[config.mk]
export PLATFORM = sky130hd
export DESIGN_NAME = fetch_unit
export DESIGN_NICKNAME = d
export VERILOG_FILES = /design/src/cpu_pkg.sv /design/src/fetch_unit.sv
export SDC_FILE = /design/constraint.sdc
export NUM_CORES = 1
export LEC_CHECK = 0
export ABC_AREA = 1
export BUFFER_PORTS_ARGS = -buffer_cell sky130_fd_sc_hd__buf_4
export CAP_MARGIN = 40
export CORE_UTILIZATION = 25
export CTS_CLUSTER_DIAMETER = 120
export CTS_CLUSTER_SIZE = 24
export DETAILED_ROUTE_END_ITERATION = 10
export HOLD_SLACK_MARGIN = 0.03
export MAX_ROUTING_LAYER = met4
export PLACE_DENSITY = 0.39
export SYNTH_ARGS = -nofsm -noshare
export SYNTH_HDL_FRONTEND = slang
export SYNTH_SLANG_ARGS = --single-unit
[constraint.sdc]
create_clock -name clk -period 4.3 [get_ports clk]
set_clock_uncertainty 0.05 [all_clocks]
set_input_delay 0.86 -clock clk [delete_from_list [all_inputs] [get_ports clk]]
set_output_delay 0.86 -clock clk [all_outputs]
set_load 0.02 [all_outputs]
[src/cpu_pkg.sv]
`default_nettype none

package cpu_pkg;

    localparam int data_w     = 16;             // data and instruction word
    localparam int reg_addr_w = 4;              // 16 registers

    typedef enum logic [3:0] {
        op_add  = 4'd0,
        op_addi = 4'd1,
        op_sub  = 4'd2,
        op_subi = 4'd3,
        op_and  = 4'd4,
        op_or   = 4'd5,
        op_xor  = 4'd6,
        op_lw   = 4'd7,                         // rt <- mem[rs]
        op_sw   = 4'd8,                         // mem[rs] <- rt
        op_sll  = 4'd9,
        op_slti = 4'd10,
        op_lwo  = 4'd11,                        // rt <- mem[rs+imm]
        op_swo  = 4'd12,                        // mem[rs+imm] <- rt
        op_beq  = 4'd13,
        op_bne  = 4'd14,
        op_halt = 4'd15
    } opcode_t;

    typedef enum logic [3:0] {
        alu_add,
        alu_sub,
        alu_and,
        alu_or,
        alu_xor,
        alu_sll,
        alu_slt
    } alu_op_t;

    typedef enum logic [1:0] {mem_none, mem_read, mem_write} mem_op_t;

    typedef enum logic [1:0] {br_none, br_eq, br_ne} branch_t;

endpackage

`default_nettype wire

[src/fetch_unit.sv]
`timescale 1ns/100ps
`default_nettype none

module fetch_unit import cpu_pkg::*; #(
    parameter int imem_aw = 8
) (
    input  logic                  clk,
    input  logic                  rst_n,
    input  logic                  run,
    input  branch_t               branch,
    input  logic                  zero,
    input  logic [reg_addr_w-1:0] imm,
    input  logic                  halt_op,
    output logic [imem_aw-1:0]    pc,
    output logic                  halted,
    output logic                  step
);

    logic               taken;
    logic [imem_aw-1:0] imm_ext;

    assign step    = run && !halted;
    assign taken   = (branch == br_eq && zero) || (branch == br_ne && !zero);
    assign imm_ext = {{(imem_aw-reg_addr_w){imm[reg_addr_w-1]}}, imm};

    always_ff @(posedge clk or negedge rst_n) begin
        if (!rst_n) begin
            pc     <= '0;
            halted <= 1'b0;
        end else if (step) begin
            if (halt_op) halted <= 1'b1;    // pc holds on the halt word
            else if (taken) pc <= pc + 1'b1 + imm_ext;
            else pc <= pc + 1'b1;
        end
    end

endmodule

`default_nettype wire

Word-level counts from Yosys, hierarchy flattened
Cells that the tools add are included.
{"block": "classes", "n_reduce_logical": 8, "n_bitwise": 1, "n_eq_ne": 2, "n_mux": 1, "addsub": 2}
{"cell": "adder 8 x 1 -> 8 bit, second input constant", "n": 1}
{"cell": "adder 8 bit", "n": 1}
{"cell": "2-to-1 mux 8 bit", "n": 1}
{"cell": "AND reduction 2 bit", "n": 2}
{"cell": "logical AND 1 bit", "n": 3}
{"cell": "equality test 2 x 1 -> 1 bit, second input constant", "n": 1}
{"cell": "equality test 2 bit, second input constant", "n": 1}
{"cell": "zero test 1 bit", "n": 2}
{"cell": "logical OR 1 bit", "n": 1}
{"cell": "NOT 1 bit", "n": 1}
{"block": "word_totals", "inputBits": 11, "out_inout_bits": 10, "wordCells": 16, "reg_bits": 9}

Logic depth before layout (Yosys ltp)
Gate-level depths: netlist of the first run.
{"block": "logic_depth", "depth_word": 4, "depth_mapped": 16, "ltp_nobuf": 16}

Least setup slack after synthesis of the first run
Ideal clock, no wire load.
{"block": "synth_timing", "kind": "register -> register", "from": "register pc[1]", "to": "register pc[7]", "setup_time_ns": 0.118, "path_buffers": 0, "slack_ns": 2.043, "required_time_ns": 4.132, "arrival_time_ns": 2.089, "path_stages_with_launch": 16, "period_less_slack_ns": 2.257, "path_cell_list": "dfrtp_1 -> ha_1 -> nand3_1 -> nor2_1 -> nand2_1 -> xor2_1 -> inv_1 -> ha_1 -> nand2_1 -> inv_1 -> a21oi_1 -> nand3_1 -> nand3_1 -> nand2_1 -> nand3_1 -> nand2_1"}
{"block": "synth_via", "elab_chain_cells": 3}
{"element": "from (decl)", "line_no": "fetch_unit.sv:14", "rtl": "output logic [imem_aw-1:0] pc,"}
{"element": "from (signal assigned)", "line_no": "fetch_unit.sv:32", "rtl": "else if (taken) pc <= pc + 1'b1 + imm_ext;"}
{"element": "from (signal assigned)", "line_no": "fetch_unit.sv:33", "rtl": "else pc <= pc + 1'b1;"}
{"element": "adder 8 x 1 -> 8 bit (*)", "line_no": "fetch_unit.sv:32, fetch_unit.sv:33"}
{"element": "adder 8 bit", "line_no": "fetch_unit.sv:32"}
{"element": "2-to-1 mux 8 bit (*)", "line_no": "fetch_unit.sv:32"}
Every way passes the cells marked *; elsewhere a longest branch is shown, timed or not.
A chain may end at the register's enable or synchronous reset.

Worst setup path in the final report of the first run
{"block": "layout_timing", "from": "register pc[0]", "to": "register pc[7]"}
The elaborated chain is that of the path after synthesis.

==> results of run 1 <==
cell usage after synthesis:
| master | count |
|---|---|
| nand4_1 | 1 |
| nand3b_1 | 2 |
| inv_2 | 1 |
| dfrtp_1 | 9 |
| nor3_1 | 1 |
| inv_1 | 15 |
| a21oi_1 | 7 |
| o21ai_1 | 1 |
| or2_2 | 3 |
| fa_1 | 1 |
| nand3_1 | 12 |
| o21bai_1 | 1 |
| o211ai_1 | 1 |
| clkinv_2 | 1 |
| xnor2_1 | 1 |
| nor2_4 | 1 |
| nand2_1 | 39 |
| a21o_1 | 2 |
| xor2_1 | 4 |
| and2_1 | 1 |
| nor2_1 | 6 |
| a2bb2oi_1 | 2 |
| o21ai_0 | 6 |
| ha_1 | 9 |
area by class of cell:
| cell class | count | area [sq um] |
|---|---|---|
| Sequential cell | 9 | 225 |
| Fill cell | 384 | 2230 |
| Clock buffer | 4 | 26.3 |
| Multi-Input combinational cell | 101 | 586 |
| Timing Repair Buffer | 20 | 150 |
| Tap cell | 46 | 57.6 |
| Inverter | 17 | 65.1 |
final timing paths:
check,cells past startpoint,end,from,slack (ns)
min,1,pc[3],rst_n,0.37
max in group asynchronous,1,halted,rst_n,3.69
min in group clk,1,halted,halted,0.46
min reg2reg,1,halted,halted,0.46
max,15,pc[7],pc[0],2.01
max reg2reg,15,pc[7],pc[0],2.01
logic make-up (layout without fill, tap and decap cells):
| kind of cell | Yosys count | count (layout) |
|---|---|---|
| and+or+nand+nor | 66 | 66 |
| AOI/OAI and AO/OA | 20 | 20 |
| buffers and inverters | 17 | 41 |
| adders and majority gates | 10 | 10 |
| DFF | 9 | 9 |
| xor gates and xnor gates | 5 | 5 |
flip-flops by register name, summed over array words and instances, names as in the netlist:
signal  cells
halted      1
pc          8
layer usage:
metal / up-vias / GRT usage, % / part of all wire (%)
li1: 463 / - / -
met5: - / - / 0
met4: 0 / 4.87 / 0.57
met1: 364 / 19.2 / 53
met3: 2 / 0.630 / 2.4
met2: 12 / 19.4 / 44
report_power, final:
group	internal [mW]	switching, mW
registers	0.104	0.0257
logic	0.127	0.174
clock network	0.0356	0.0268
total	0.267	0.227
critical path, stage by stage (launching register included):
cell	delay [ns]
dfrtp_1	0.42
ha_1	0.23
nand3_1	0.12
nor2_1	0.05
nand2_1	0.06
xor2_1	0.18
inv_1	0.06
ha_1	0.32
nand2_1	0.10
inv_1	0.04
a21oi_1	0.17
nand3_1	0.12
nand3_1	0.09
nand2_1	0.05
nand3_1	0.06
nand2_1	0.06
through the flow:
| step | worst slack [ns] | total power [mW] | utilization (%) | hold slack, ns |
|---|---|---|---|---|
| after global placement | 1.86 | 0.437 | 32.5 | 0.450 |
| after CTS | 2.00 | 0.500 | 33.3 | 0.365 |
| after global routing | 1.66 | 0.548 | 33.3 | 0.367 |
| after floorplan | 2.04 | 0.342 | - | 0.514 |
| after detailed placement | 1.90 | 0.434 | 32.5 | 0.445 |
| final | 2.01 | 0.494 | 33.3 | 0.373 |
==> impl_metrics.toml, run 1 <==
[cells_and_area]
n_antenna_cell = 0
layout-drive-gt1-share_pct = 19.2
top_library_cells_by_usage_in_the_layout_fill_and_taps_aside = "39 x nand2_1, 20 x buf_4, 15 x inv_1"
design.final.nets = 173
layout_commonest_cell = "nand2_1"
final_area_sq_um = 1110
post_layout_nonfiller_instances = 197
syn_to_final_growth_pct = 26.7

[logic_synthesis]
synth_compound_area_share_pct = 13.4
yosysSeqAreaShare_pct = 25.7
yosys-mux-area-fraction_pct = 0
yosysWarnings = 0
ys_ff_latch = 9
ranking_of_synthesized_cells_by_area = "dfrtp_1 26%, nand2_1 17%, ha_1 13%"
synth_top_family_by_area = "simple AND/OR/NAND/NOR gates"
synthXorXnorAreaFrac_pct = 5.00
synth.net_count = 148
netlist.area_leader.share_pct = 25.7
count_of_mapped_cells_out_of_synthesis = 127
synthSimpleGateAreaFrac_pct = 33.3
post_synth_fa_ha_maj_area_fraction_pct = 15.1
post_synth.cell_area_avg_sq_um = 6.90
synth_top_cell_by_area = "dfrtp_1"
synth.distinct_cells = 24
post_synth_instance_area_sq_um = 876

[global_routing]
grt.overflow.total = 0
initial_antenna_violation_count = 0
vias_in_the_first_global_route = 764
grt_start_max_net_pins = 10
track_usage_pct = 13.2
first_pass_grt_wire_length_um = 3490

[clock_network]
cts.repair.resized = 0
sinks_on_the_clock_net = 9
setup_buffers_after_cts = 0
insertion_delay_ns = 0.25
cts-buffers-inserted = 3
clock_tree.htree_level_count = 1
cts_tree = "built"
hold_buffers = 0
path_clk_slew_ns = 0.06
clock_path_buffers = 2
root_buffer = "clkbuf_4"

[timing]
max_slew_margin_pct = 78.2
maxClockFrequency_mhz = 436
post-route-min-period_ns = 2.29
setup_repair_after_global_routing_missed_its_margin = "false"
tns_ns = 0
timing_hold_violations_final = 0
final_slew_viol_count = 0
setup_viol = 0
final_cycle_utilization_of_the_critical_path_pct = 53.3
worst_pin_slew_ns = 0.326

[detailed_routing]
drt_iter0_markers = 58
via_cell_ratio = 4.27
drt_pass1_iterations = 4
drcViolationCount = 0
routed_wl_um = 2120
count_of_nets_left_with_antenna_violations_after_detail_routing = 0
via_count = 841
wl_per_cell_um = 10.8

[floorplan]
floorplan.die_area_sq_um = 3740
floorplan.io_pins = 21
start_util_pct = 26.2
fp.dieH_um = 61.2
core_area_sq_um = 3340
chipWidth_um = 61.2
num_rows = 21

[flow_run]
number_of_violations_of_the_max_capacitance_limit = 0

[setup_path]
worstPathRequired_ns = 4.39
timing.critical_path.to_type = "flip-flop"
worst-endpoint-arrival_ns = 2.38
critical_path_start_end_classification = "reg2reg"
timing.critical_path.fanout_max = 4
crit_path_start_kind = "flip-flop"

[min_path]
worst_hold_path_type = "in2async"

[outcome]
status = "completed"

[placement]
dpl.cell_count = 193
routabilityCongestion = 0.795
port_buffers = 20
placed_cell_areas_sq_um = 1080
hpwlAfterDp_um = 1790

[pwr]
total_leakage_power_nw = 0.599
maximum_vdd_drop_v = 0.000170
power-per-cell-area_nw_per_um2 = 445
(Power assumes the default switching activity.)
==> run 2, diff against run 1 <==
- PLACE_DENSITY: 0.39 -> 0.41
- clock period: 4.3 -> 1.8 ns (I/O delays scaled with it)
==> run 2 against run 1 <==
Against the previous run:
- the run now ends with negative setup slack left
- sequential cell count unchanged
- design area up 41%
- setup slack worse by 2.3 ns
- combinational power rose to 4.2 times the previous value
- fmax up 10%
- global-route usage up 2.4 points
- routed wire length up 20%
- clock-buffer cell count unchanged
- sequential power up 150%
- largest power group unchanged
- highest routed layer unchanged
==> impl_metrics.toml, run 2 (synthesis gave the netlist of run 1 again) <==
[placement]
routabilityCongestion = 0.748
dpl.cell_count = 211
port_buffers = 20
detailedPlace.worstSlack_ns = -0.298
placed_cell_areas_sq_um = 1290
hpwlAfterDp_um = 2020

[floorplan]
chipWidth_um = 61.2
fp.dieH_um = 61.2
floorplan.io_pins = 21
start_util_pct = 26.2
floorplan.die_area_sq_um = 3740
num_rows = 21
core_area_sq_um = 3340

[clock_network]
cts-buffers-inserted = 3
root_buffer = "clkbuf_4"
clock_path_buffers = 2
cts_tree = "built"
clock_tree.htree_level_count = 1
sinks_on_the_clock_net = 9
insertion_delay_ns = 0.25
path_clk_slew_ns = 0.06

[timing]
post-route-min-period_ns = 2.08
timing_hold_violations_final = 0
max_slew_margin_pct = 83.8
worst_pin_slew_ns = 0.241
final_cycle_utilization_of_the_critical_path_pct = 116
setup_repair_after_global_routing_missed_its_margin = "true"
worst_setup_slack_after_layout_ns = -0.283
setup_viol = 6
final_slew_viol_count = 0
maxClockFrequency_mhz = 480

[cells_and_area]
n_antenna_cell = 0
largest_register_ffs = 8
top_library_cells_by_usage_in_the_layout_fill_and_taps_aside = "42 x buf_4, 32 x nand2_1, 12 x inv_1"
post_layout_nonfiller_instances = 223
final_area_sq_um = 1560
register_with_the_highest_flop_count = "pc"
layout-drive-gt1-share_pct = 51.4
syn_to_final_growth_pct = 78.4
layout_commonest_cell = "buf_4"
design.final.nets = 199
biggestRegsByFlops = "pc: 8 flops, halted: 1 flops"

[setup_path]
critical_path_start_end_classification = "reg2reg"
crit_path_start_kind = "flip-flop"
worst-endpoint-arrival_ns = 2.17
timing.critical_path.fanout_max = 4
r2r_slack_ns = -0.28
worstPathRequired_ns = 1.89
timing.critical_path.to_type = "flip-flop"

[global_routing]
track_usage_pct = 15.6
grt_start_max_net_pins = 10
vias_in_the_first_global_route = 920
initial_antenna_violation_count = 0
first_pass_grt_wire_length_um = 4060
grt.overflow.total = 0

[pwr]
maximum_vdd_drop_v = 0.000526
power-per-cell-area_nw_per_um2 = 1120
switchingPower_mw = 0.748
report.power.total_mw = 1.75
total_leakage_power_nw = 0.748
p_sw_share_pct = 42.7
power_frac_clock_pct = 8.5
relative_contribution_of_sequential_cells_to_total_power_pct = 18.5
combinational_fraction_of_design_power_pct = 73.0
power.internal_mw = 1.00

[flow_run]
number_of_violations_of_the_max_capacitance_limit = 0

[detailed_routing]
routed_wl_um = 2530
wl_per_cell_um = 11.4
drcViolationCount = 0
via_cell_ratio = 4.41
count_of_nets_left_with_antenna_violations_after_detail_routing = 0
via_count = 984
drt_pass1_iterations = 4
drt_iter0_markers = 32

[min_path]
worst_hold_path_type = "in2reg"

[outcome]
violated_checks = "negative setup slack"
status = "finished with violations"
## run 2: layout make-up
type | instances | area (sq um)
clock buffers | 4 | 26.3
flip-flops and latches | 9 | 230
inverters | 17 | 67.6
fillers | 338 | 1770
well taps | 46 | 57.6
multi-input cells | 101 | 822
repair buffers | 46 | 359
## run 2: critical path, stage by stage, from the launching register on
cell and delay, ns:
dfrtp_2 0.44, ha_4 0.18, buf_4 0.14, xor2_4 0.16, ha_4 0.29, buf_6 0.09, nand3_2 0.05, nand2_2 0.09
buf_6 0.10, nand3_4 0.06, nand3_2 0.06, nand2_1 0.04, nor2_1 0.12, o21ai_1 0.09
## run 2: power by group through the flow
stage	registers (mW)	clock network, mW	logic [mW]
4_1_cts	0.307	0.159	1.02
3_5_place_dp	0.312	0	0.954
2_1_floorplan	0.375	0	0.519
5_1_grt	0.332	0.167	1.42
3_3_place_gp	0.312	0	0.951
6_report	0.323	0.149	1.28
## run 2: path summary, 6_finish.rpt
| kind | startpoint | endpoint | cells past startpoint |
|---|---|---|---|
| min in group asynchronous | rst_n | pc[5] | 2 |
| setup reg to reg | pc[0] | pc[6] | 13 |
| hold reg to reg | halted | halted | 1 |
| hold / removal | halt_op | halted | 3 |
| setup / recovery | pc[0] | pc[6] | 13 |
| max in group asynchronous | rst_n | pc[2] | 2 |
## run 2: stage by stage
step	utilization [%]	hold slack, ns	TNS (ns)
global placement	38.7	0.145	-1.21
detailed placement	38.7	0.142	-1.22
global route	46.8	0.307	-2.06
floorplan	-	0.0144	-0.557
CTS	41.1	0.304	-1.12
finish	46.8	0.311	-1.24
## run 2: routing by layer
metal	GRT usage, %	wire [um]	up-vias
li1	-	-	514
met1	19.9	1250	454
met2	25.8	1220	14
met3	0.630	51	2
met4	6.82	17	0
met5	-	0	-
## run 2: timing repair
action | CTS | global route
hold endpoints to repair | 9 | 0
setup endpoints to repair | 5 | 6
hold buffers | 1 | 0
resized for setup | 3 | 32
pin swaps | 7 | 3
buffers inserted | 2 | 5
==> run 3, diff against run 2 <==
- PLACE_DENSITY: 0.41 -> default
==> run 3 against run 2 <==
Against the previous run:
- the flow still finishes with violations (negative setup slack)
- largest power group unchanged
- via count fell by 4.1%
- register-to-register slack barely moved
- global-route usage fell by 2.3 points
- clock-buffer cell count did not move
- power fell by 15%
==> impl_metrics.toml, run 3 (synthesis gave the netlist of run 1 again) <==
[min_path]
worst_hold_path_type = "in2reg"
timing.hold.worst.start = "halt_op"

[clock_network]
cts_tree = "built"
path_clk_slew_ns = 0.06
clock_path_buffers = 2
clock_tree.htree_level_count = 1
insertion_delay_ns = 0.25
sinks_on_the_clock_net = 9
root_buffer = "clkbuf_4"
cts-buffers-inserted = 3

[placement]
placed_cell_areas_sq_um = 1250
port_buffers = 20
routabilityCongestion = 0.776
hpwlAfterDp_um = 1830
detailedPlace.worstSlack_ns = -0.275

[cells_and_area]
layout-drive-gt1-share_pct = 38.8
top_library_cells_by_usage_in_the_layout_fill_and_taps_aside = "38 x buf_4, 37 x nand2_1, 14 x inv_1"
layout_commonest_cell = "buf_4"
final_util_pct = 41.1
syn_to_final_growth_pct = 56.7
register_with_the_highest_flop_count = "pc"
biggestRegsByFlops = "pc: 8 flops, halted: 1 flops"
final_area_sq_um = 1370
design.final.nets = 192
largest_register_ffs = 8
n_antenna_cell = 0

[detailed_routing]
drcViolationCount = 0
routed_wl_um = 2260
via_count = 944
wl_per_cell_um = 10.5
drt_pass1_iterations = 4
count_of_nets_left_with_antenna_violations_after_detail_routing = 0
via_cell_ratio = 4.37
drt_iter0_markers = 9

[setup_path]
critical_path_start_end_classification = "reg2reg"
worstPathRequired_ns = 1.89
critical_path.reg2reg.startpoint = "pc[0]"
worst-endpoint-arrival_ns = 2.18
timing.critical_path.fanout_max = 3
timing.critical_path.to_type = "flip-flop"
critPathLaunch = "pc[0]"
crit_path_start_kind = "flip-flop"

[global_routing]
first_pass_grt_wire_length_um = 3610
vias_in_the_first_global_route = 867
track_usage_pct = 13.3
initial_antenna_violation_count = 0
grt.overflow.total = 0
grt_start_max_net_pins = 10

[timing]
max_slew_margin_pct = 80.5
post-route-min-period_ns = 2.08
final_cycle_utilization_of_the_critical_path_pct = 116
final_slew_viol_count = 0
timing_hold_violations_final = 0
hold_slack_ns = 0.319
setup_repair_after_global_routing_missed_its_margin = "true"
worst_setup_slack_after_layout_ns = -0.282
worst_pin_slew_ns = 0.292
setup_viol = 6
maxClockFrequency_mhz = 480

[floorplan]
num_rows = 21
fp.dieH_um = 61.2
start_util_pct = 26.2
floorplan.io_pins = 21
chipWidth_um = 61.2
core_area_sq_um = 3340
floorplan.die_area_sq_um = 3740

[outcome]
status = "finished with violations"
violated_checks = "negative setup slack"

[pwr]
relative_contribution_of_sequential_cells_to_total_power_pct = 20.1
switchingPower_mw = 0.637
total_leakage_power_nw = 0.694
combinational_fraction_of_design_power_pct = 70.1
report.power.total_mw = 1.49
power.internal_mw = 0.857
power-per-cell-area_nw_per_um2 = 1090
maximum_vdd_drop_v = 0.000435
p_sw_share_pct = 42.6
power_frac_clock_pct = 9.8

[flow_run]
number_of_violations_of_the_max_capacitance_limit = 0
-- run 3: cell count changes in the layout (fill, tap and decap cells not counted), sizes merged --
cell,delta
buf,-7
-- run 3: critical path, stage by stage, from the launching register on --
cell and delay (ns):
dfrtp_2 0.43, ha_4 0.17, nand3_2 0.06, buf_4 0.11, xor2_1 0.16, inv_1 0.10, ha_4 0.23, nand2_1 0.07
nand2_1 0.08, a21oi_2 0.16, nand3_1 0.10, nand3_1 0.09, nand2_1 0.05, nand3_1 0.06, nand2_1 0.05
-- run 3: path summary, 6_finish.rpt --
path	end	slack [ns]	depth (start not counted)
setup / recovery	pc[7]	-0.28	14
min in group asynchronous	halted	0.42	2
setup reg to reg	pc[7]	-0.28	14
hold / removal	halted	0.32	3
max in group asynchronous	pc[0]	1.14	2
hold reg to reg	halted	0.46	1
-- run 3: cell type report --
class	count	area, sq um
repair buffers	39	295
multi-input cells	101	698
fillers	349	1960
well taps	46	57.6
clock buffers	4	26.3
flip-flops and latches	9	230
inverters	17	65.1
-- run 3: metrics by stage --
step | TNS [ns] | cells
final | -1.20 | 216
after global routing | -2.06 | 216
after CTS | -1.13 | 214
after detailed placement | -1.05 | 206
after global placement | -0.935 | 206
after floorplan | -0.557 | 127
-- run 3: what timing repair did --
item,4_1_cts,5_1_grt
resized for setup,1,5
endpoints found under the setup margin,5,6
endpoints found under the hold margin,9,0
buffers inserted,3,2
pin swaps,6,2
hold buffers,1,0
-- run 3: routing by layer --
metal | GRT usage, % | up-vias | wire, um
met2 | 24.1 | 9 | 1190
met5 | - | - | 0
li1 | - | 500 | -
met3 | 0.630 | 2 | 38
met4 | 4.87 | 0 | 6
met1 | 15.6 | 433 | 1030
-- run 3: power groups by stage --
stage	clock network (mW)	logic (mW)	registers [mW]
floorplan	0	0.519	0.375
global placement	0	0.905	0.303
detailed placement	0	0.924	0.305
CTS	0.157	0.964	0.301
global route	0.165	1.17	0.310
finish	0.146	1.05	0.300
